**src/verilog/dcache_pkg.sv**
```systemverilog
package dcache_pkg;

    typedef logic [31:0] word_t;
    typedef logic [31:0] addr_t;
    typedef logic [3:0]  strb_t;   // one bit per byte lane

    // processor load/store request
    typedef struct packed {
        logic  wr;      // 1 = store
        addr_t addr;
        word_t wdata;
        strb_t strb;    // ignored on loads
    } cpu_req_t;

    // write channel beat, always one full word
    typedef struct packed {
        word_t data;
        logic  last;
    } mem_w_t;

    // read channel beat
    typedef struct packed {
        word_t data;
        logic  last;
    } mem_r_t;

    // miss controller states
    typedef enum logic [2:0] {
        IDLE,
        LOOKUP,
        WRITEBACK,  // dirty victim out on the write channel
        REFILL,
        RESPOND
    } ctrl_state_t;

endpackage

```
**src/verilog/data_array.sv**
```systemverilog
`timescale 1ns/1ps

module data_array #(
    parameter int LEN_LINE = 4,
    parameter int LEN_INDEX = 4,
    localparam int WORD_W = LEN_LINE - 2
) (
    input  logic                   clk,
    input  logic [LEN_INDEX-1:0]   rd_index,
    input  logic [WORD_W-1:0]      rd_word,
    input  logic                   rd_way,
    output dcache_pkg::word_t      rd_data,
    input  logic                   wr_en,
    input  logic [LEN_INDEX-1:0]   wr_index,
    input  logic [WORD_W-1:0]      wr_word,
    input  logic                   wr_way,
    input  dcache_pkg::word_t      wr_data,
    input  dcache_pkg::strb_t      wr_strb
);
    import dcache_pkg::*;

    localparam int DEPTH = 1 << (LEN_INDEX + WORD_W);

    word_t mem [2][DEPTH];
    word_t rd_q [2];

    always_ff @(posedge clk) begin
        if (wr_en) begin
            for (int b = 0; b < 4; b++) begin
                if (wr_strb[b]) begin
                    mem[wr_way][{wr_index, wr_word}][8*b +: 8] <= wr_data[8*b +: 8];
                end
            end
        end
        // both banks read every cycle
        rd_q[0] <= mem[0][{rd_index, rd_word}];
        rd_q[1] <= mem[1][{rd_index, rd_word}];
    end

    // way picked after the registered read, so the hit way can come late
    assign rd_data = rd_q[rd_way];

endmodule

```
**config.mk**
```make
export PLATFORM = sky130hd
export DESIGN_NAME = data_array
export DESIGN_NICKNAME = d
export VERILOG_FILES = /design/src/verilog/dcache_pkg.sv /design/src/verilog/data_array.sv
export SDC_FILE = /design/constraint.sdc
export NUM_CORES = 2
export LEC_CHECK = 0
export CORE_AREA = 5 5 670 672
export CTS_BUF_LIST = sky130_fd_sc_hd__clkbuf_2 sky130_fd_sc_hd__clkbuf_4 sky130_fd_sc_hd__clkbuf_8
export DETAILED_ROUTE_END_ITERATION = 12
export DIE_AREA = 0 0 675 677
export DONT_BUFFER_PORTS = 1
export PLACE_DENSITY = 0.58
export SETUP_SLACK_MARGIN = 0.02
export SYNTH_ARGS = -nofsm -noshare
export SYNTH_HDL_FRONTEND = slang
export SYNTH_MEMORY_MAX_BITS = 65536
export SYNTH_SLANG_ARGS = --single-unit
```
**constraint.sdc**
```tcl
create_clock -name clk -period 2 [get_ports clk]
set_input_delay 0.1 -clock clk [delete_from_list [all_inputs] [get_ports clk]]
set_output_delay 0.1 -clock clk [all_outputs]
set_load 0.005 [all_outputs]
```
==> summary.txt <==
Flow run
  • Number of max-cap violations: 0

Drt
  • Metal3 WL: 42300 um
  • Iter 0 DRT Violations: 10.9k
  • Vias per std cell: 5.47
  • Routed via count: 82.3k
  • DR WL/cell: 31.3 um
  • WL met1: 179000 um
  • Antenna-violating nets left: 0
  • # DRC: 0
  • Routed met2 length: 229000 um
  • DR top layer: met5
  • TritonRoute pass-1 iters: 7
  • DRT Wirelength: 471000 um

Critical path
  • CP Data Arrival Time: 3210 ps
  • Max stage delay on crit path: 660 ps
  • Slowest CP cell: dlygate4sd3_1
  • Worst Path Required: 3120 ps
  • WS Path Type: primary input to register
  • Worst setup EP type: register
  • Peak fanout along the critical path: 262
  • Worst R2R Path Depth: 5
  • CP startpoint kind: primary input
  • Crit-path cells: nand2b_4, dlygate4sd3_1, buf_12, o221ai_1, buf_4, nor2_1, o211a_1

Power
  • Overall power: 178000 uW
  • Max VDD drop: 0.724 mV
  • Lkg Pwr: 0.0606 uW
  • P_int: 138000 uW
  • Power share of the clock group: 40.1%
  • Psw: 40100 uW
  • Sw Ratio: 22.5%
  • Combinational share of power: 5.8%
  • Cell Pwr Density: 943 nW/um2
  • Sequential Power Share: 54.1%

Timing
  • Normalized max-slew margin: -47.3%
  • Clock Skew: 70.2 ps
  • Worst-Margin Slew: 2210 ps
  • Tmin final: 2090 ps
  • RSZ-0062 raised after global routing: yes
  • WHS: 44.8 ps
  • Max Clk Rate: 479 MHz
  • Setup Viol. Count Final: 32
  • Max Slew Vio Count: 242
  • Final hold vios: 0
  • Period utilization: 104%
  • Final worst slack: -88.7 ps
  • Setup TNS: -921 ps

Yosys
  • Synth Flop Type: edfxtp_1
  • Post-synthesis sequential area ratio: 78.5%
  • Largest family of logic cells by synthesized area: multiplexers
  • YS warnings: 0
  • Mapped Area: 158000 um2
  • Synth Register Bits: 4160
  • Synth Area in Simple Gates: 2.19%
  • Asr flop ratio synth: 0%
  • Post-synth EDFFs: 4096
  • Post-synthesis compound-gate area fraction: 2.78%
  • Syn nets: 7173
  • Cells after Synth: 7121
  • Mean post-synth cell area: 22.2 um2
  • Post-synth cell types: 31
  • Post-synthesis xor/xnor area fraction: 0%
  • Mux cell area share after synthesis: 15.2%
  • Adder-cell share of the synthesized area: 0%

Finish
  • Core Util, Final: 42.6%
  • Syn-to-layout area delta: 19.2%
  • FILL cells: 38.2k
  • Most frequent cells in the layout: 4096 x edfxtp_1, 1024 x mux4_2, 1003 x buf_4
  • Non-Filler Instances: 15.0k
  • Nets@finish: 8633
  • Share of cells above drive strength 1: 36.7%
  • Most common cell after layout, fill and taps aside: edfxtp_1

Clocking
  • Clock sink count: 4160
  • Clock-pin slew on the worst setup and hold paths: 60 ps
  • CTS Root Cell: clkbuf_8
  • Clk buf depth: 4
  • CTS HTree Levels: 6
  • Clock buffer count from CTS: 659
  • Worst skew pair latency: 1220 ps
  • CTS tree: yes

Hold path
  • Hold crit path type: primary input to register
  • Hold Path Cell Cnt: 2

Floorplanning
  • Die Area: 457000 um2
  • Die height: 677 um
  • Initial Utilization: 35.7%
  • Site row count: 245
  • IO Pins: 84
  • Core area: 443000 um2
  • Chip width: 675 um

GRT
  • GRT Util Overall: 20.1%
  • Vias in the first global route: 84.0k
  • Initial antenna violation count: 48
  • Largest net degree at the start of global routing: 350
  • Global route overflow: 0
  • First-pass GRT wire length: 653000 um

Placement
  • GPL Wtd Cong: 0.879
  • Dpl cells: 13.7k
  • HPWL after detailed placement: 294000 um
  • Port Buffers: 0

Status
  • Outcome: finished, violations left
  • Violated checks: max-slew violations, negative setup slack
worst paths after layout:
kind           startpoint          end  slack [ps]
min           wr_data[16]  mem[0][656]          40
max reg2reg   mem[0][311]  rd_q[0][23]          90
max           rd_index[0]   rd_q[1][1]         -90
min reg2reg  mem[0][1832]   rd_q[0][8]         820
stage by stage:
step	setup slack (ps)	instance area [um2]
2_1_floorplan	61.9	158000
3_3_place_gp	-1910	173000
3_5_place_dp	-1890	173000
4_1_cts	-223	188000
5_1_grt	-137	189000
6_report	-88.7	189000
critical path, delay by kind of cell:
kind                   cells  cell delay, ps
AOI/OAI and AO/OA          2             380
and+or+nand+nor            2             750
buffers and inverters      3            1120
power by group through the flow:
stage	Sequential (uW)	Clock [uW]	Combinational, uW
final	96400	71400	10300
after global routing	96300	76800	10700
after CTS	96300	72700	10200
after detailed placement	98100	0	8050
after global placement	98100	0	8060
after floorplan	98000	0	4500
cell usage after synthesis (26+ instances only):
cell type	count	share of area (%)
edfxtp_1	4096	78
nand3_1	111	0.35
dfxtp_1	64	0.81
o22ai_1	127	0.50
mux2_2	32	0.23
buf_6	26	0.18
clkbuf_1	196	0.46
a211oi_1	63	0.30
nand3b_1	27	0.13
buf_1	36	0.085
mux2i_1	65	0.41
nor2_1	582	1.4
buf_2	149	0.47
mux4_2	1024	15
nand2_1	72	0.17
o211a_1	64	0.40
buf_4	30	0.14
a22oi_1	256	1.2
o221ai_1	64	0.35
final cells by class:
type,instances,area [um2],share of cell area [%]
repair buffers,1236,11800,6.26
multi-input cells,2524,32300,17.1
clock buffers,918,11200,5.91
diodes,14,35.0,0.0186
well taps,5928,7420,3.93
clock inverters,261,1710,0.906
flip-flops and latches,4160,124000,65.9
state kept, by name, indices dropped and copies added, names as in the netlist:
name and count:
mem 4096, rd_q 64
repair_timing:
action,4_1_cts,5_1_grt
gates resized for setup,65,31
gates cloned,3,3
endpoints found under the setup margin,93,423
hold endpoints to repair,8256,20
setup buffers,0,5
pin swaps,0,1
hold buffers,119,7
layer usage:
layer | vias to the layer above | GRT usage, %
met1 | 44032 | 26.5
met3 | 837 | 4.18
met2 | 4203 | 32.7
li1 | 33204 | -
met4 | 16 | 7.66
met5 | - | 0
kinds of logic (layout without fill, tap and decap cells):
logic type             after synthesis  in the layout
flip-flops                        4160           4160
other                                0             14
multiplexers                      1121           1121
AO/OA/AOI/OAI                      575            575
AND/OR/NAND/NOR                    828            828
buffers and inverters              437           2415
Note: power is estimated with default switching activity, not from simulation.
