### config.mk
export PLATFORM = sky130hd
export DESIGN_NAME = tag_state_array
export DESIGN_NICKNAME = d
export VERILOG_FILES = /design/src/verilog/tag_state_array.sv
export SDC_FILE = /design/constraint.sdc
export NUM_CORES = 1
export LEC_CHECK = 0
export ABC_CLOCK_PERIOD_IN_PS = 4100
export BUFFER_PORTS_ARGS = -buffer_cell sky130_fd_sc_hd__buf_2
export CAP_MARGIN = 20
export CORE_UTILIZATION = 30
export CTS_CLUSTER_DIAMETER = 60
export DETAILED_ROUTE_END_ITERATION = 6
export GPL_ROUTABILITY_DRIVEN = 1
export GPL_TIMING_DRIVEN = 1
export HOLD_SLACK_MARGIN = 0.06
export PLACE_DENSITY_LB_ADDON = 0.05
export SKIP_CTS_REPAIR_TIMING = 1
export SLEW_MARGIN = 15
export SYNTH_ARGS = -nofsm -noshare
export SYNTH_HDL_FRONTEND = slang
export SYNTH_SLANG_ARGS = --single-unit
### constraint.sdc
create_clock -name clk -period 4.1 [get_ports clk]
set_input_delay 0.82 -clock clk [delete_from_list [all_inputs] [get_ports clk]]
set_output_delay 0.82 -clock clk [all_outputs]
set_load 0.05 [all_outputs]
### src/verilog/tag_state_array.sv
`timescale 1ns/1ps

module tag_state_array #(
    parameter int LEN_LINE = 4,
    parameter int LEN_INDEX = 4,
    localparam int TAG_W = 32 - LEN_LINE - LEN_INDEX
) (
    input  logic                 clk,
    input  logic                 rst,
    input  logic [LEN_INDEX-1:0] lookup_index,
    input  logic [TAG_W-1:0]     lookup_tag,
    output logic                 hit,
    output logic                 hit_way,
    output logic                 victim_way,
    output logic                 victim_dirty,
    output logic [TAG_W-1:0]     victim_tag,
    input  logic                 upd_en,
    input  logic [LEN_INDEX-1:0] upd_index,
    input  logic                 upd_way,
    input  logic [TAG_W-1:0]     upd_tag,
    input  logic                 upd_fill,
    input  logic                 upd_dirty
);
    localparam int SETS = 1 << LEN_INDEX;

    logic [TAG_W-1:0]     tag_q [2][SETS];
    logic [1:0]           valid_q [SETS];   // [set][way]
    logic [1:0]           dirty_q [SETS];
    logic [SETS-1:0]      lru_q;            // names the next victim
    logic [LEN_INDEX-1:0] lkp_index_q;
    logic [TAG_W-1:0]     lkp_tag_q;
    logic [1:0]           match;

    always_ff @(posedge clk) begin
        if (rst) begin
            for (int s = 0; s < SETS; s++) begin
                valid_q[s] <= '0;
                dirty_q[s] <= '0;
            end
            lru_q       <= '0;
            lkp_index_q <= '0;
        end else begin
            lkp_index_q <= lookup_index;
            if (upd_en) begin
                lru_q[upd_index] <= ~upd_way;
                if (upd_fill) begin
                    valid_q[upd_index][upd_way] <= 1'b1;
                    dirty_q[upd_index][upd_way] <= upd_dirty;
                end else if (upd_dirty) begin
                    dirty_q[upd_index][upd_way] <= 1'b1;
                end
            end
        end
    end

    always_ff @(posedge clk) begin
        lkp_tag_q <= lookup_tag;
        if (upd_en && upd_fill) begin
            tag_q[upd_way][upd_index] <= upd_tag;
        end
    end

    always_comb begin
        for (int w = 0; w < 2; w++) begin
            match[w] = valid_q[lkp_index_q][w] && (tag_q[w][lkp_index_q] == lkp_tag_q);
        end
    end

    assign hit          = |match;
    assign hit_way      = match[1];
    assign victim_way   = lru_q[lkp_index_q];
    assign victim_dirty = valid_q[lkp_index_q][victim_way] && dirty_q[lkp_index_q][victim_way];
    assign victim_tag   = tag_q[victim_way][lkp_index_q];

    // a fill only goes to the victim of a miss, so a line never sits in both ways
    a_one_way: assert property (@(posedge clk) disable iff (rst) !(match[0] && match[1]));

endmodule

==> flow_summary.json <==
{
  "diodes": 0,
  "async_flop_share_pct": 0,
  "viasPerCell": 5.689,
  "finalSetupViolations": 26,
  "grt_overflow_total": 0,
  "cap_violations": 0,
  "die_w_um": 371.4,
  "fin_tns_setup_ns": -17.15,
  "grt_first_pass_wirelength_mm": 243.9,
  "cellLeakagePower_nw": 17.05,
  "dp.cells": 5093,
  "cts.path.max_buffers": 3,
  "grt.busiest_layer": "met2",
  "finalMaxSlewViolations": 0,
  "die_h_um": 371.4,
  "hold_path_class": "input pin to register",
  "outcome": "finished, violations left",
  "antenna_found_initial": 6,
  "pin_count": 90,
  "relSlewSlack_pct": 40.17,
  "critical_path.max_fanout": 13,
  "drc": 0,
  "track_usage_pct": 25.52,
  "period_minus_slack_ns": 5.108,
  "period_share_pct": 124.6,
  "synthFlopType": "edfxtp_1",
  "worstSetupStartpointType": "register",
  "cp-end-kind": "output pin",
  "grt_max_degree": 72,
  "fillers": 13000,
  "drtPass1Iterations": 6,
  "synth_area_um2": 40940,
  "final_hold_viol_count": 0,
  "slowest_delay_ns": 0.59,
  "cpMostUsedCell": "buf_12",
  "clock-sinks": 876,
  "die_area_um2": 138000,
  "clkLatencyLatePin_ns": 0.73,
  "area_growth_pct": 24.70,
  "fin_nets": 3519,
  "dp_hpwl_mm": 110.1,
  "drive_gt1_share_pct": 25.30,
  "worstPathArrival_ns": 4.29,
  "synth_seq_area_share_pct": 62.39,
  "h-tree-depth": 3,
  "use_met2_pct": 41.15,
  "rows": 135,
  "yosys_warnings": 0,
  "rsz0062_at_grt": "yes",
  "synth.net_count": 3211,
  "cts-root-buf": "clkbuf_16",
  "worstMarginPinSlew_ns": 0.8953,
  "postPlaceCellArea_um2": 46400,
  "synth_edf_count": 800,
  "power_density_nw_per_um2": 441.6,
  "start_util_pct": 30.22,
  "final_cells": 5334,
  "syn_inst": 3149,
  "crit_chain": "buf_12 > inv_4 > buf_12 > mux4_2 > xnor2_4 > nand2_2 > nor4b_2 > nand4_1 > nor4_4 > a41o_4 > buf_12",
  "syn_area_per_cell_um2": 13.00,
  "final.setup_skew_ns": 0,
  "grt_pass1_vias": 30360,
  "grtUsageMet3_pct": 3.549,
  "drt_iter0_markers": 3265,
  "ant_nets": 0,
  "violations": "negative setup slack",
  "ys_seq_elements": 876,
  "met1_usage_pct": 35.64,
  "fin_ws_ns": -1.008,
  "vias": 30350,
  "wl_mm": 178.2,
  "numCtsBuffers": 115,
  "synth_cell_types": 58,
  "tritoncts": "done",
  "portBuffers": 89,
  "place.gp.congestion": 0.8499,
  "worstSetupPathType": "register to output pin",
  "core_um2": 135500,
  "routedWlPerCell_um": 33.41,
  "stdcell_area_um2": 51060,
  "slowest_stage": "mux4_2",
  "clk_transition_reported_paths_ns": 0.06,
  "peakVddDrop_mv": 0.3151,
  "fmax_ghz": 0.1958,
  "crit_required_ns": 3.28
}
Yosys cell counts, drive strengths merged (8+ instances only):
library cell	number	share of area (%)
nand4	62	0.95
a311oi	21	0.45
clkbuf	115	1.1
nor2	155	1.4
a22oi	68	1.2
nor2b	18	0.28
and3	35	0.53
nor3	8	0.098
buf	126	1.6
inv	9	0.083
a31oi	104	1.6
or2	16	0.24
a32oi	51	1.1
a211oi	9	0.17
xnor2	22	0.47
xor2	21	0.45
dfxtp	76	3.7
nand2b	8	0.12
nor4	8	0.14
nand3	181	2.2
mux4	167	9.2
edfxtp	800	59
o21ai	46	0.56
o2111ai	17	0.36
and2	8	0.12
mux2	9	0.25
nand2	694	6.4
mux2i	208	5.1
a21oi	48	0.59
worst max-delay path, delay by kind of cell (launching register included):
family / cells / cell delay [ns]
XOR/XNOR: 1 / 0.23
AND/OR/NAND/NOR: 4 / 1.21
AO/OA/AOI/OAI: 1 / 0.24
multiplexers: 1 / 0.59
flip-flops: 1 / 0.41
buffers and inverters: 4 / 0.81
power breakdown:
group / switching (mW) / internal, mW
logic: 1.35 / 0.870
registers: 0.0719 / 9.83
clock network: 4.16 / 6.25
layout by cell type (no fill, tap or decap), types with 35 or more instances in the layout:
| master | Yosys | layout |
|---|---|---|
| a31oi_1 | 104 | 102 |
| buf_2 | 87 | 61 |
| a21oi_1 | 48 | 45 |
| a32oi_1 | 51 | 38 |
| dfxtp_1 | 76 | 72 |
| and3_1 | 35 | 35 |
| o21ai_0 | 45 | 44 |
| edfxtp_1 | 800 | 800 |
| nand4_1 | 62 | 62 |
| mux2i_1 | 207 | 201 |
| buf_12 | 0 | 94 |
| mux4_2 | 167 | 167 |
| nand3_1 | 181 | 178 |
| nor2_1 | 153 | 120 |
| clkbuf_16 | 0 | 120 |
| nor2_4 | 1 | 35 |
| a22oi_1 | 68 | 68 |
| buf_4 | 18 | 248 |
| nand2_1 | 694 | 692 |
state kept, by name (all words and copies together) (netlist names):
| name | count |
|---|---|
| valid_q | 32 |
| tag_q | 768 |
| lkp_tag_q | 24 |
| dirty_q | 32 |
| lru_q | 16 |
| lkp_index_q | 4 |
routing by layer:
layer / up-vias / part of all wire [%] / wire length [um]
met1: 16020 / 45 / 79740
li1: 12720 / - / -
met4: 4 / 3.2 / 5637
met2: 1321 / 47 / 83040
met3: 284 / 5.5 / 9754
met5: - / 0.012 / 22
path summary, 6_finish.rpt:
path,from,endpoint,slack (ns),depth (start not counted)
worst min register to register,valid_q[0][1],valid_q[0][1],0.47,2
worst min-delay path,lookup_tag[13],lkp_tag_q[13],0.18,1
worst max-delay path,lkp_index_q[3],hit,-1.01,11
worst max register to register,lru_q[12],lru_q[12],3.32,2
layout make-up:
| type | count | area [um^2] | share of cell area (%) |
|---|---|---|---|
| sequential | 876 | 25560 | 50.06 |
| multi-input combinational | 2023 | 14840 | 29.06 |
| timing repair buffer | 432 | 4488 | 8.790 |
| clock buffer | 141 | 3048 | 5.970 |
| tap | 1781 | 2228 | 4.365 |
| clock inverter | 72 | 850.8 | 1.666 |
| inverter | 9 | 43.79 | 0.08577 |
per-stage QoR:
stage | utilization (%) | setup slack [ns] | hold WS (ns) | power, mW
5_1_grt | 37.69 | -1.121 | 0.1366 | 23.16
2_1_floorplan | - | -0.03922 | 0.4348 | 11.11
6_report | 37.69 | -1.008 | 0.1761 | 22.55
3_5_place_dp | 34.25 | -0.7587 | 0.4609 | 12.22
3_3_place_gp | 34.25 | -0.9088 | 0.4447 | 12.22
4_1_cts | 37.13 | -1.596 | 0.1185 | 22.65
logic make-up (layout without fill, tap and decap cells):
| family | Yosys count | count (layout) | share of synthesized area [%] |
|---|---|---|---|
| muxes | 384 | 384 | 14.55 |
| xor gates and xnor gates | 43 | 43 | 0.9198 |
| AOI/OAI and AO/OA | 390 | 390 | 6.598 |
| DFF | 876 | 876 | 62.39 |
| and+or+nand+nor | 1206 | 1206 | 12.76 |
| buffers and inverters | 250 | 654 | 2.778 |
(Power assumes the default switching activity.)
