$ cat src/verilog/dcache_pkg.sv
package dcache_pkg;

    typedef logic [31:0] word_t;
    typedef logic [31:0] addr_t;
    typedef logic [3:0]  strb_t;   // one bit per byte lane

    // processor load/store request
    typedef struct packed {
        logic  wr;      // 1 = store
        addr_t addr;
        word_t wdata;
        strb_t strb;    // ignored on loads
    } cpu_req_t;

    // write channel beat, always one full word
    typedef struct packed {
        word_t data;
        logic  last;
    } mem_w_t;

    // read channel beat
    typedef struct packed {
        word_t data;
        logic  last;
    } mem_r_t;

    // miss controller states
    typedef enum logic [2:0] {
        IDLE,
        LOOKUP,
        WRITEBACK,  // dirty victim out on the write channel
        REFILL,
        RESPOND
    } ctrl_state_t;

endpackage

$ cat src/verilog/miss_controller.sv
`timescale 1ns/1ps

module miss_controller #(
    parameter int LEN_LINE = 4,
    parameter int LEN_INDEX = 4,
    localparam int TAG_W = 32 - LEN_LINE - LEN_INDEX,
    localparam int WORD_W = LEN_LINE - 2
) (
    input  logic                   clk,
    input  logic                   rst,
    input  logic                   req_valid,
    output logic                   req_ready,
    input  dcache_pkg::cpu_req_t   req,
    output logic                   resp_valid,
    output dcache_pkg::word_t      resp_rdata,
    output logic                   ar_valid,
    input  logic                   ar_ready,
    output dcache_pkg::addr_t      ar_addr,
    input  logic                   r_valid,
    output logic                   r_ready,
    input  dcache_pkg::mem_r_t     r_beat,
    output logic                   aw_valid,
    input  logic                   aw_ready,
    output dcache_pkg::addr_t      aw_addr,
    output logic                   w_valid,
    input  logic                   w_ready,
    output dcache_pkg::mem_w_t     w_beat,
    input  logic                   b_valid,
    output logic [LEN_INDEX-1:0]   lookup_index,
    output logic [TAG_W-1:0]       lookup_tag,
    input  logic                   hit,
    input  logic                   hit_way,
    input  logic                   victim_way,
    input  logic                   victim_dirty,
    input  logic [TAG_W-1:0]       victim_tag,
    output logic                   upd_en,
    output logic [LEN_INDEX-1:0]   upd_index,
    output logic                   upd_way,
    output logic [TAG_W-1:0]       upd_tag,
    output logic                   upd_fill,
    output logic                   upd_dirty,
    output logic [LEN_INDEX-1:0]   rd_index,
    output logic [WORD_W-1:0]      rd_word,
    output logic                   rd_way,
    input  dcache_pkg::word_t      rd_data,
    output logic                   wr_en,
    output logic [LEN_INDEX-1:0]   wr_index,
    output logic [WORD_W-1:0]      wr_word,
    output logic                   wr_way,
    output dcache_pkg::word_t      wr_data,
    output dcache_pkg::strb_t      wr_strb
);
    import dcache_pkg::*;

    ctrl_state_t          state;
    cpu_req_t             req_q;
    logic                 victim_way_q;
    word_t                resp_q;
    logic [WORD_W-1:0]    beat_cnt_q;   // write-back or refill word
    logic [WORD_W-1:0]    beat_nxt;
    logic                 wb_primed_q;  // first victim word is on rd_data
    logic                 wb_sent_q;
    logic                 w_fire, r_fire;
    logic [LEN_INDEX-1:0] req_index;
    logic [TAG_W-1:0]     req_tag;
    logic [WORD_W-1:0]    req_word;
    word_t                hit_word, fill_data;

    function automatic word_t merge_bytes(word_t old_w, word_t new_w, strb_t strb);
        word_t res;
        int    b;
        res = old_w;
        for (b = 0; b < 4; b++) begin
            if (strb[b]) res[8*b +: 8] = new_w[8*b +: 8];
        end
        return res;
    endfunction

    assign req_index = req_q.addr[LEN_LINE +: LEN_INDEX];
    assign req_tag   = req_q.addr[31 -: TAG_W];
    assign req_word  = req_q.addr[2 +: WORD_W];

    assign req_ready = (state == IDLE);
    assign w_fire    = w_valid && w_ready;
    assign r_fire    = r_valid && r_ready;
    assign beat_nxt  = w_fire ? beat_cnt_q + WORD_W'(1) : beat_cnt_q;

    // incoming request addresses both arrays while idle
    assign lookup_index = (state == IDLE) ? req.addr[LEN_LINE +: LEN_INDEX] : req_index;
    assign lookup_tag   = (state == IDLE) ? req.addr[31 -: TAG_W] : req_tag;
    assign rd_index     = lookup_index;
    assign rd_word      = (state == IDLE) ? req.addr[2 +: WORD_W] :
                          (state == WRITEBACK) ? beat_nxt : req_word;
    assign rd_way       = (state == LOOKUP) ? hit_way : victim_way_q;

    assign hit_word  = req_q.wr ? merge_bytes(rd_data, req_q.wdata, req_q.strb) : rd_data;
    assign fill_data = (req_q.wr && beat_cnt_q == req_word) ?
                       merge_bytes(r_beat.data, req_q.wdata, req_q.strb) : r_beat.data;

    assign resp_valid = (state == LOOKUP && hit) || (state == RESPOND);
    assign resp_rdata = (state == RESPOND) ? resp_q : hit_word;

    assign wr_en    = (state == LOOKUP && hit && req_q.wr) || (state == REFILL && r_fire);
    assign wr_index = req_index;
    assign wr_word  = (state == REFILL) ? beat_cnt_q : req_word;
    assign wr_way   = (state == REFILL) ? victim_way_q : hit_way;
    assign wr_data  = (state == REFILL) ? fill_data : req_q.wdata;
    assign wr_strb  = (state == REFILL) ? 4'hf : req_q.strb;

    // lru and dirty on a hit, tag and valid on the last refill beat
    assign upd_en    = (state == LOOKUP && hit) || (state == REFILL && r_fire && r_beat.last);
    assign upd_index = req_index;
    assign upd_way   = (state == LOOKUP) ? hit_way : victim_way_q;
    assign upd_tag   = req_tag;
    assign upd_fill  = (state == REFILL);
    assign upd_dirty = req_q.wr;

    assign w_valid     = (state == WRITEBACK) && wb_primed_q && !wb_sent_q;
    assign w_beat.data = rd_data;   // re-read each cycle, so stable while stalled
    assign w_beat.last = &beat_cnt_q;

    always_ff @(posedge clk) begin
        if (rst) begin
            state       <= IDLE;
            ar_valid    <= 1'b0;
            aw_valid    <= 1'b0;
            r_ready     <= 1'b0;
            beat_cnt_q  <= '0;
            wb_primed_q <= 1'b0;
            wb_sent_q   <= 1'b0;
        end else begin
            case (state)
                IDLE: begin
                    if (req_valid) state <= LOOKUP;
                end
                LOOKUP: begin
                    if (hit) begin
                        state <= IDLE;
                    end else if (victim_dirty) begin
                        aw_valid <= 1'b1;
                        state    <= WRITEBACK;
                    end else begin
                        ar_valid <= 1'b1;
                        state    <= REFILL;
                    end
                    beat_cnt_q  <= '0;
                    wb_primed_q <= 1'b0;
                    wb_sent_q   <= 1'b0;
                end
                WRITEBACK: begin
                    if (aw_valid && aw_ready) aw_valid <= 1'b0;
                    if (!aw_valid) wb_primed_q <= 1'b1;   // data after the address
                    if (w_fire) begin
                        beat_cnt_q <= beat_nxt;
                        if (w_beat.last) wb_sent_q <= 1'b1;
                    end
                    if (wb_sent_q && b_valid) begin
                        ar_valid   <= 1'b1;
                        beat_cnt_q <= '0;
                        state      <= REFILL;
                    end
                end
                REFILL: begin
                    if (ar_valid) begin
                        if (ar_ready) begin
                            ar_valid <= 1'b0;
                            r_ready  <= 1'b1;
                        end
                    end else if (r_fire) begin
                        beat_cnt_q <= beat_cnt_q + WORD_W'(1);
                        if (r_beat.last) r_ready <= 1'b0;
                    end else if (!r_ready) begin
                        state <= RESPOND;   // one spare cycle after the last beat
                    end
                end
                RESPOND: state <= IDLE;
                default: state <= IDLE;
            endcase
        end
    end

    always_ff @(posedge clk) begin
        if (req_valid && req_ready) req_q <= req;
        if (state == LOOKUP) begin
            victim_way_q <= victim_way;
            aw_addr      <= {victim_tag, req_index, {LEN_LINE{1'b0}}};
            ar_addr      <= {req_tag, req_index, {LEN_LINE{1'b0}}};
        end
        if (r_fire && beat_cnt_q == req_word) resp_q <= fill_data;
    end

    a_ar_hold: assert property (@(posedge clk) disable iff (rst)
        ar_valid && !ar_ready |=> ar_valid && $stable(ar_addr));

    a_ar_aw_excl: assert property (@(posedge clk) disable iff (rst)
        !(ar_valid && aw_valid));

    a_resp_pulse: assert property (@(posedge clk) disable iff (rst)
        resp_valid |=> !resp_valid);

endmodule

$ cat config.mk
export PLATFORM = sky130hd
export DESIGN_NAME = miss_controller
export DESIGN_NICKNAME = d
export VERILOG_FILES = /design/src/verilog/dcache_pkg.sv /design/src/verilog/miss_controller.sv
export SDC_FILE = /design/constraint.sdc
export NUM_CORES = 1
export LEC_CHECK = 0
export CORE_AREA = 2 2 162 164
export DETAILED_ROUTE_END_ITERATION = 8
export DIE_AREA = 0 0 164 166
export DONT_BUFFER_PORTS = 1
export PLACE_DENSITY = 0.56
export SLEW_MARGIN = 0
export SYNTH_ARGS = -nofsm -noshare
export SYNTH_HDL_FRONTEND = slang
export SYNTH_SLANG_ARGS = --single-unit
$ cat constraint.sdc
create_clock -name clk -period 10 [get_ports clk]
set_input_delay 1 -clock clk [delete_from_list [all_inputs] [get_ports clk]]
set_output_delay 1 -clock clk [all_outputs]
set_load 0.1 [all_outputs]
==> qor.csv, run 1 <==
stage,metric,value,unit
drt,number of detailed-routing iterations run before antenna repair,4,
clock_tree,CTS clock-pin slew for the worst setup and hold paths,0.08,ns
placed_design,number of buffers inserted by port buffering,0,
grt,global routing usage on met3,0.06968,
setup_path,largest incremental delay on the critical path,1.05,ns
power,Logic pwr share,0.370,
setup_path,largest fanout of any net on the critical path,54,
drt,via count of the routed design,4241,
grt,antenna violations before repair,5,
power,share of total power in sequential cells,0.416,
drt,average routed wire per standard cell,24.85,microns
power,clock share of power,0.214,
finish,post-route cell area,0.008651,sq mm
clock_tree,Max Buffers Root-to-Sink,2,
power,Design Power,0.003022,W
yosys,number of unique standard cell types used by synthesis,50,
clock_tree,hold buffers post-CTS,0,
timing,RSZ-0062 raised after global routing,false,
floorplanning,number of top-level pins,416,
floorplanning,x dimension of the die,164,microns
drt,Detailed Route WL,20.97,mm
setup_path,capturing element type of the critical path,output pin,
timing,final-report hold violation count,0,
floorplanning,Vert. Die Dim,166,microns
yosys,async set or reset register ratio after synthesis,0,
setup_path,highest-delay cell along the critical path,sky130_fd_sc_hd__mux2_2,
floorplanning,total die area,0.02722,sq mm
timing,part of the cycle the worst path needs,0.4454,
floorplanning,standard-cell rows,59,
yosys,Synth Warn #,0,
drt,Post-DRT Antenna Nets,0,
yosys,sequential area share after synthesis,0.6022,
yosys,number of enable-type register cells in the synthesized netlist,152,
timing,final period demand of the worst path,4.454,ns
clock_tree,clock sink count,162,
status,status,"finished, final reports clean",
timing,worst-case headroom to the max-slew limit,0.2340,
drt,DRC,0,
timing,worst hold slack,0.5182,ns
clock_tree,clock tree root buffer cell,sky130_fd_sc_hd__clkbuf_16,
power,P_sw,0.001672,W
flow_run,# Max-Cap Violations,0,
floorplanning,starting density of the core,0.3088,
yosys,post-synthesis average cell area,14.44,sq um
placed_design,standard cell area after detailed placement,0.008055,sq mm
finish,number of nets in the layout,663,
clock_tree,CTS H-tree lvls,4,
power,power density over the cells,349.3,mW/mm^2
drt,first-iteration detailed-routing DRC count,171,
grt,number of global-route vias before repair,4370,
power,internal power contribution,0.001350,W
timing,pins over their slew limit,0,
grt,global-route wire length before repair,29.68,mm
placed_design,placer's final routability congestion estimate,0.7907,
grt,most used routing layer,met2,
clock_tree,TritonCTS Buffers,17,
timing,setup TNS after final layout,0,ns
power,leakage dissipation,2.975,nW
finish,synthesis-to-finish area growth,9.347,%
power,Switching Share,0.5532,
yosys,Syn Std Cell Area,0.007911,sq mm
clock_tree,"Clk Latency, worst-skew pair",0.42,ns
yosys,synthesized flop and latch total,162,
hold_path,worst min-delay path class,reg -> reg,
setup_path,list of cells traversed by the critical path,"or3b_2, inv_2, buf_4, mux2_2",
setup_path,critical path required time,9.00,ns
finish,area of combinational cells with multiple inputs,0.002619,sq mm
timing,Finish-stage setup viols,0,
finish,filler instances,2472,
grt,Total Routing Usage GR,0.1508,
setup_path,kind of start point of the critical path,register,
timing,timing-limited maximum frequency,224.5,MHz
setup_path,data arrival at the endpoint of the critical path,3.45,ns
yosys,most used flip-flop cell after synthesis,sky130_fd_sc_hd__edfxtp_1,
clock_tree,clock tree from TritonCTS,yes,
finish,fraction of final layout cells with drive strength greater than 1,0.3980,
clock_tree,count of instances resized after the clock tree is built,0,
finish,area of all sequential standard cells,0.004765,sq mm
grt,sum of overflow across all layers after global routing,0,
placed_design,half-perimeter wire length after placement,15.73,mm
clock_tree,setup repair bufs after CTS,0,
setup_path,class of the most critical setup path,reg -> out,
yosys,Cells after Synth,548,
floorplanning,Placeable Area,0.02562,sq mm
finish,final core area utilization,0.3377,
timing,worst clock skew,0.01299,ns
grt,pin count of the biggest net entering global routing,68,
power,Peak VDD IR,0.2540,mV
drt,post-detailed-route via-to-cell ratio,5.025,
grt,met1 routing resource usage after global routing,0.1545,
timing,Least-Margin Pin Slew,1.147,ns
grt,GRT met2 Usage,0.2740,
cells in the final DEF, fill, tap and decap left out, types with 6 or more instances in the layout:
cell type and n:
sky130_fd_sc_hd__o21ai_2 34, sky130_fd_sc_hd__clkbuf_16 18, sky130_fd_sc_hd__nor2_1 11, sky130_fd_sc_hd__dfxtp_1 10, sky130_fd_sc_hd__inv_6 7, sky130_fd_sc_hd__mux2_4 17, sky130_fd_sc_hd__mux2i_1 34, sky130_fd_sc_hd__edfxtp_1 152
sky130_fd_sc_hd__buf_4 10, sky130_fd_sc_hd__nand2b_1 6, sky130_fd_sc_hd__conb_1 8, sky130_fd_sc_hd__nand2_1 47, sky130_fd_sc_hd__mux2_2 77
synthesized netlist by cell type (all sizes together), types with 3 or more instances:
| master | n | area, sq um |
|---|---|---|
| a21oi | 5 | 25.02 |
| a31oi | 3 | 18.77 |
| buf | 89 | 656.9 |
| clkbuf | 9 | 33.78 |
| dfxtp | 10 | 200.2 |
| edfxtp | 152 | 4564 |
| inv | 4 | 15.01 |
| mux2 | 94 | 1122 |
| mux2i | 34 | 340.3 |
| nand2 | 52 | 212.7 |
| nand2b | 6 | 37.54 |
| nor2 | 15 | 121.4 |
| nor3 | 6 | 80.07 |
| o21ai | 35 | 175.2 |
registers in the layout (all words and copies together) (netlist names):
register	count
state	3
wb_primed_q	1
upd_tag	24
resp_q	32
req_q	38
ar_addr	24
victim_way_q	1
aw_valid	1
beat_cnt_q	2
ar_valid	1
upd_dirty	1
upd_index	4
wb_sent_q	1
r_ready	1
aw_addr	28
cell families (layout without fill, tap and decap cells):
group | count (synthesis) | in the layout | synth area share
xor gates and xnor gates | 3 | 3 | 0.008066
AOI/OAI and AO/OA | 57 | 57 | 0.04223
adders and majority gates | 1 | 1 | 0.001581
muxes | 128 | 128 | 0.1849
buffers and inverters | 102 | 52 | 0.08920
other | 1 | 12 | 0.0004740
and+or+nand+nor | 94 | 94 | 0.07133
DFF | 162 | 162 | 0.6022
stage by stage:
stage	cells	setup WS, ns
floorplan	555	5.322
global placement	808	6.022
detailed placement	808	6.007
CTS	840	5.524
global route	842	5.367
finish	844	5.546
worst max-delay path, delay by kind of cell, from the launching register on:
kind,cells,cell delay [ns]
muxes,1,1.05
DFF,1,0.73
buffers and inverters,2,0.69
and+or+nand+nor,1,0.54
layout make-up:
| class | instances | area share |
|---|---|---|
| diodes | 4 | 0.001157 |
| clock buffers | 18 | 0.04961 |
| multi-input cells | 291 | 0.3027 |
| clock inverters | 14 | 0.01808 |
| inverters | 4 | 0.001736 |
| repair buffers | 16 | 0.02748 |
| flip-flops and latches | 162 | 0.5508 |
| well taps | 335 | 0.04845 |
worst paths after layout:
| path | startpoint | endpoint | slack [ns] | cells past startpoint |
|---|---|---|---|---|
| worst min register to register | wb_primed_q | wb_primed_q | 0.52 | 2 |
| worst min-delay path | wb_primed_q | wb_primed_q | 0.52 | 2 |
| worst max-delay path | state[0] | rd_way | 5.55 | 4 |
| worst max register to register | r_ready | resp_q[14] | 7.15 | 3 |
power by group through the flow:
stage / clock [W] / combinational (W) / sequential [W]
3_5_place_dp: 0 / 0.00112 / 0.00127
4_1_cts: 0.000668 / 0.00113 / 0.00126
2_1_floorplan: 0 / 0.00121 / 0.00114
5_1_grt: 0.000692 / 0.00115 / 0.00127
3_3_place_gp: 0 / 0.00112 / 0.00127
6_report: 0.000646 / 0.00112 / 0.00126
metal layers:
metal,routed length (microns),vias up,part of all wire
li1,-,1855,-
met3,2346,11,0.11
met4,229,0,0.011
met5,0,-,0
met1,7261,2086,0.35
met2,11140,289,0.53
(Power assumes the default switching activity.)
==> run 2, diff against run 1 <==
--- a/config.mk
+++ b/config.mk
@@ -5,9 +5,10 @@
 export SDC_FILE = /design/constraint.sdc
 export NUM_CORES = 1
 export LEC_CHECK = 0
-export CORE_AREA = 2 2 162 164
+export ABC_AREA = 1
+export CORE_AREA = 2 2 161 163
 export DETAILED_ROUTE_END_ITERATION = 8
-export DIE_AREA = 0 0 164 166
+export DIE_AREA = 0 0 163 165
 export DONT_BUFFER_PORTS = 1
 export PLACE_DENSITY = 0.56
 export SLEW_MARGIN = 0
==> constraint.sdc (replaced) <==
create_clock -name clk -period 4.7 [get_ports clk]
set_input_delay 0.47 -clock clk [delete_from_list [all_inputs] [get_ports clk]]
set_output_delay 0.47 -clock clk [all_outputs]
set_load 0.1 [all_outputs]
==> run 2 against run 1 <==
Against the previous run: area after synthesis is 0.46% lower; flip-flop and latch count unchanged; first-iteration DRC count grew 70%; die area shrank 1.2%; critical endpoint is now wr_data[19]; highest routed layer unchanged.
==> qor.csv, run 2 <==
stage,metric,value,unit,change
status,status,"finished, final reports clean",,
yosys,most repeated cell in the gate-level netlist after synthesis,sky130_fd_sc_hd__nand2_1,,
drt,post-detailed-route via-to-cell ratio,4.963,,-1.2%
finish,filler instances,2472,,unchanged
yosys,Syn Std Cell Area,0.007875,sq mm,-0.46%
clock_tree,clock tree from TritonCTS,yes,,
clock_tree,CTS H-tree lvls,4,,unchanged
yosys,area share of the largest cell type after synthesis,0.5796,,+0.002658
clock_tree,hold buffers post-CTS,0,,unchanged
yosys,number of unique standard cell types used by synthesis,31,,-38%
finish,fraction of final layout cells with drive strength greater than 1,0.3112,,-0.08683
drt,average routed wire per standard cell,20.24,microns,-19%
setup_path,largest incremental delay on the critical path,0.89,ns,-0.16 ns
yosys,Synth Warn #,0,,unchanged
placed_design,half-perimeter wire length after placement,16.91,mm,+7.5%
drt,via count of the routed design,5673,,+34%
yosys,cell taking the most area after synthesis,sky130_fd_sc_hd__edfxtp_1,,
timing,RSZ-0062 raised after global routing,false,,
grt,number of global-route vias before repair,5693,,+30%
clock_tree,TritonCTS Buffers,17,,unchanged
drt,Post-DRT Antenna Nets,0,,unchanged
yosys,top post-synthesis cells by count,"215 x sky130_fd_sc_hd__nand2_1, 152 x sky130_fd_sc_hd__edfxtp_1, 84 x sky130_fd_sc_hd__buf_4, 74 x sky130_fd_sc_hd__nor2_1, 63 x sky130_fd_sc_hd__a31oi_1",,
finish,post-route cell area,0.009545,sq mm,+10%
finish,most flop-heavy register,req_q,,
flow_run,# Max-Cap Violations,0,,unchanged
timing,worst-case headroom to the max-slew limit,0.2356,,+0.001551
finish,Top Registers,"req_q (38), resp_q (32), aw_addr (28)",,
grt,global routing usage on met3,0.06680,,-0.002880
finish,number of diodes,0,,-4
setup_path,data arrival at the endpoint of the critical path,3.03,ns,-0.42 ns
finish,number of nets in the layout,971,,+46%
timing,pins over their slew limit,0,,unchanged
hold_path,worst min-delay path class,in -> reg,,
placed_design,number of buffers inserted by port buffering,0,,unchanged
grt,GRT met2 Usage,0.2993,,+0.02528
finish,final core area utilization,0.3813,,+0.04355
setup_path,largest fanout of any net on the critical path,21,,-61%
floorplanning,number of top-level pins,416,,unchanged
hold_path,launch instance of the worst min-delay path,rst,,
grt,global-route wire length before repair,33.43,mm,+13%
floorplanning,standard-cell rows,58,,-1.7%
timing,worst clock skew,0.02416,ns,+0.01117 ns
timing,Finish-stage setup viols,0,,unchanged
grt,Total Routing Usage GR,0.1662,,+0.01544
drt,first-iteration detailed-routing DRC count,290,,+70%
finish,area of combinational cells with multiple inputs,0.002704,sq mm,+3.2%
timing,final period demand of the worst path,3.503,ns,
timing,final-report hold violation count,0,,unchanged
clock_tree,Max Buffers Root-to-Sink,2,,unchanged
setup_path,launching instance or port of the critical path,upd_dirty,,
grt,antenna violations before repair,0,,-5
finish,most frequent cells in the layout,"210 x sky130_fd_sc_hd__nand2_1, 152 x sky130_fd_sc_hd__edfxtp_1, 105 x sky130_fd_sc_hd__buf_4",,
yosys,biggest area contributors in the synthesized netlist,"sky130_fd_sc_hd__edfxtp_1 58%, sky130_fd_sc_hd__nand2_1 10%, sky130_fd_sc_hd__buf_4 8.0%",,
grt,sum of overflow across all layers after global routing,0,,unchanged
floorplanning,total die area,0.02690,sq mm,-1.2%
drt,DRC,0,,unchanged
yosys,sequential area share after synthesis,0.6050,,+0.002775
finish,"leading cell type in the layout, fill and taps excluded",sky130_fd_sc_hd__nand2_1,,
timing,part of the cycle the worst path needs,0.7453,,
clock_tree,clock sink count,162,,unchanged
yosys,most used flip-flop cell after synthesis,sky130_fd_sc_hd__edfxtp_1,,
finish,fin cells,1143,,+35%
drt,number of detailed-routing iterations run before antenna repair,4,,unchanged
grt,pin count of the biggest net entering global routing,55,,-19%
placed_design,standard cell area after detailed placement,0.008997,sq mm,+12%
clock_tree,"Clk Latency, worst-skew pair",0.43,ns,about the same
yosys,post-synthesis average cell area,10.14,sq um,-30%
clock_tree,count of instances resized after the clock tree is built,0,,unchanged
timing,timing-limited maximum frequency,285.5,MHz,
yosys,Cells after Synth,777,,+42%
power,power density over the cells,774.2,mW/mm^2,+120%
yosys,number of enable-type register cells in the synthesized netlist,152,,unchanged
floorplanning,Placeable Area,0.02504,sq mm,-2.3%
grt,most used routing layer,met2,,
setup_path,class of the most critical setup path,reg -> out,,
setup_path,highest-delay cell along the critical path,sky130_fd_sc_hd__edfxtp_1,,
power,Peak VDD IR,0.4646,mV,+83%
placed_design,placer's final routability congestion estimate,0.8329,,+5.3%
setup_path,source of the worst register-to-register timing path,req_q[39],,
clock_tree,clock tree root buffer cell,sky130_fd_sc_hd__clkbuf_16,,
placed_design,Placed Instances,1111,,+38%
setup_path,list of cells traversed by the critical path,"nand2_1, nor2_4, nand2_1, a31oi_2, buf_4",,
grt,met1 routing resource usage after global routing,0.1808,,+0.02637
timing,Least-Margin Pin Slew,1.145,ns,-0.001989 ns
floorplanning,Vert. Die Dim,165,microns,-0.60%
finish,synthesis-to-finish area growth,21.21,%,
clock_tree,CTS clock-pin slew for the worst setup and hold paths,0.07,ns,about the same
finish,number of flip-flops in the largest register,38,,unchanged
setup_path,critical path required time,4.23,ns,-4.77 ns
power,leakage dissipation,3.534,nW,+19%
floorplanning,starting density of the core,0.3145,,+0.005697
yosys,async set or reset register ratio after synthesis,0,,unchanged
clock_tree,setup repair bufs after CTS,0,,unchanged
yosys,synthesized flop and latch total,162,,unchanged
setup_path,capturing element type of the critical path,output pin,,
finish,area of all sequential standard cells,0.004765,sq mm,unchanged
setup_path,most frequent cell on the critical path,sky130_fd_sc_hd__nand2_1,,
timing,setup TNS after final layout,0,ns,unchanged
setup_path,kind of start point of the critical path,register,,
floorplanning,x dimension of the die,163,microns,-0.61%
drt,Detailed Route WL,23.14,mm,+10%
## run 2: area by class of cell
cell class,count,area share
Clock buffer,18,0.04496
Clock inverter,14,0.01245
Inverter,22,0.008651
Multi-Input combinational cell,482,0.2833
Sequential cell,162,0.4991
Tap cell,330,0.04326
Timing Repair Buffer,115,0.1083
## run 2: stage by stage
| stage | total power (W) | worst slack (ns) | hold slack [ns] |
|---|---|---|---|
| after floorplan | 0.005578 | 0.007459 | 0.4453 |
| after global placement | 0.006108 | 1.566 | 0.4511 |
| after detailed placement | 0.006124 | 1.567 | 0.4518 |
| after CTS | 0.007474 | 1.105 | 0.08767 |
| after global routing | 0.007643 | 0.9350 | 0.08513 |
| final | 0.007390 | 1.197 | 0.1033 |
## run 2: final timing paths
path                 endpoint  slack, ns  depth (start not counted)
hold reg to reg   wb_primed_q       0.46                          2
setup reg to reg    resp_q[5]       2.05                          3
hold / removal      wb_sent_q       0.10                          1
setup / recovery  wr_data[19]       1.20                          5
## run 2: report_power, final
group | total [W] | switching (W) | internal [W]
registers | 0.00277 | 0.000930 | 0.00184
logic | 0.00330 | 0.00272 | 0.000582
clock network | 0.00132 | 0.000626 | 0.000692
total | 0.00739 | 0.00427 | 0.00312
## run 2: layer usage
layer	routed length, microns	vias to the layer above
li1	-	2664
met5	0	-
met2	11870	334
met3	2232	23
met1	8745	2652
met4	291	0
## run 2: worst max-delay path: cells and delay by family, from the launching register on
family,cells,cell delay [ns]
buf+inv,1,0.31
simple gates,3,1.21
flops,1,0.89
compound gates,1,0.19
## run 2: cell families after synthesis
family / count (synthesis) / share of synthesized area
AOI/OAI and AO/OA: 120 / 0.09024
xor gates and xnor gates: 1 / 0.002066
adders and majority gates: 1 / 0.001589
buffers and inverters: 140 / 0.1136
DFF: 162 / 0.6050
other: 1 / 0.0004762
and+or+nand+nor: 352 / 0.1870
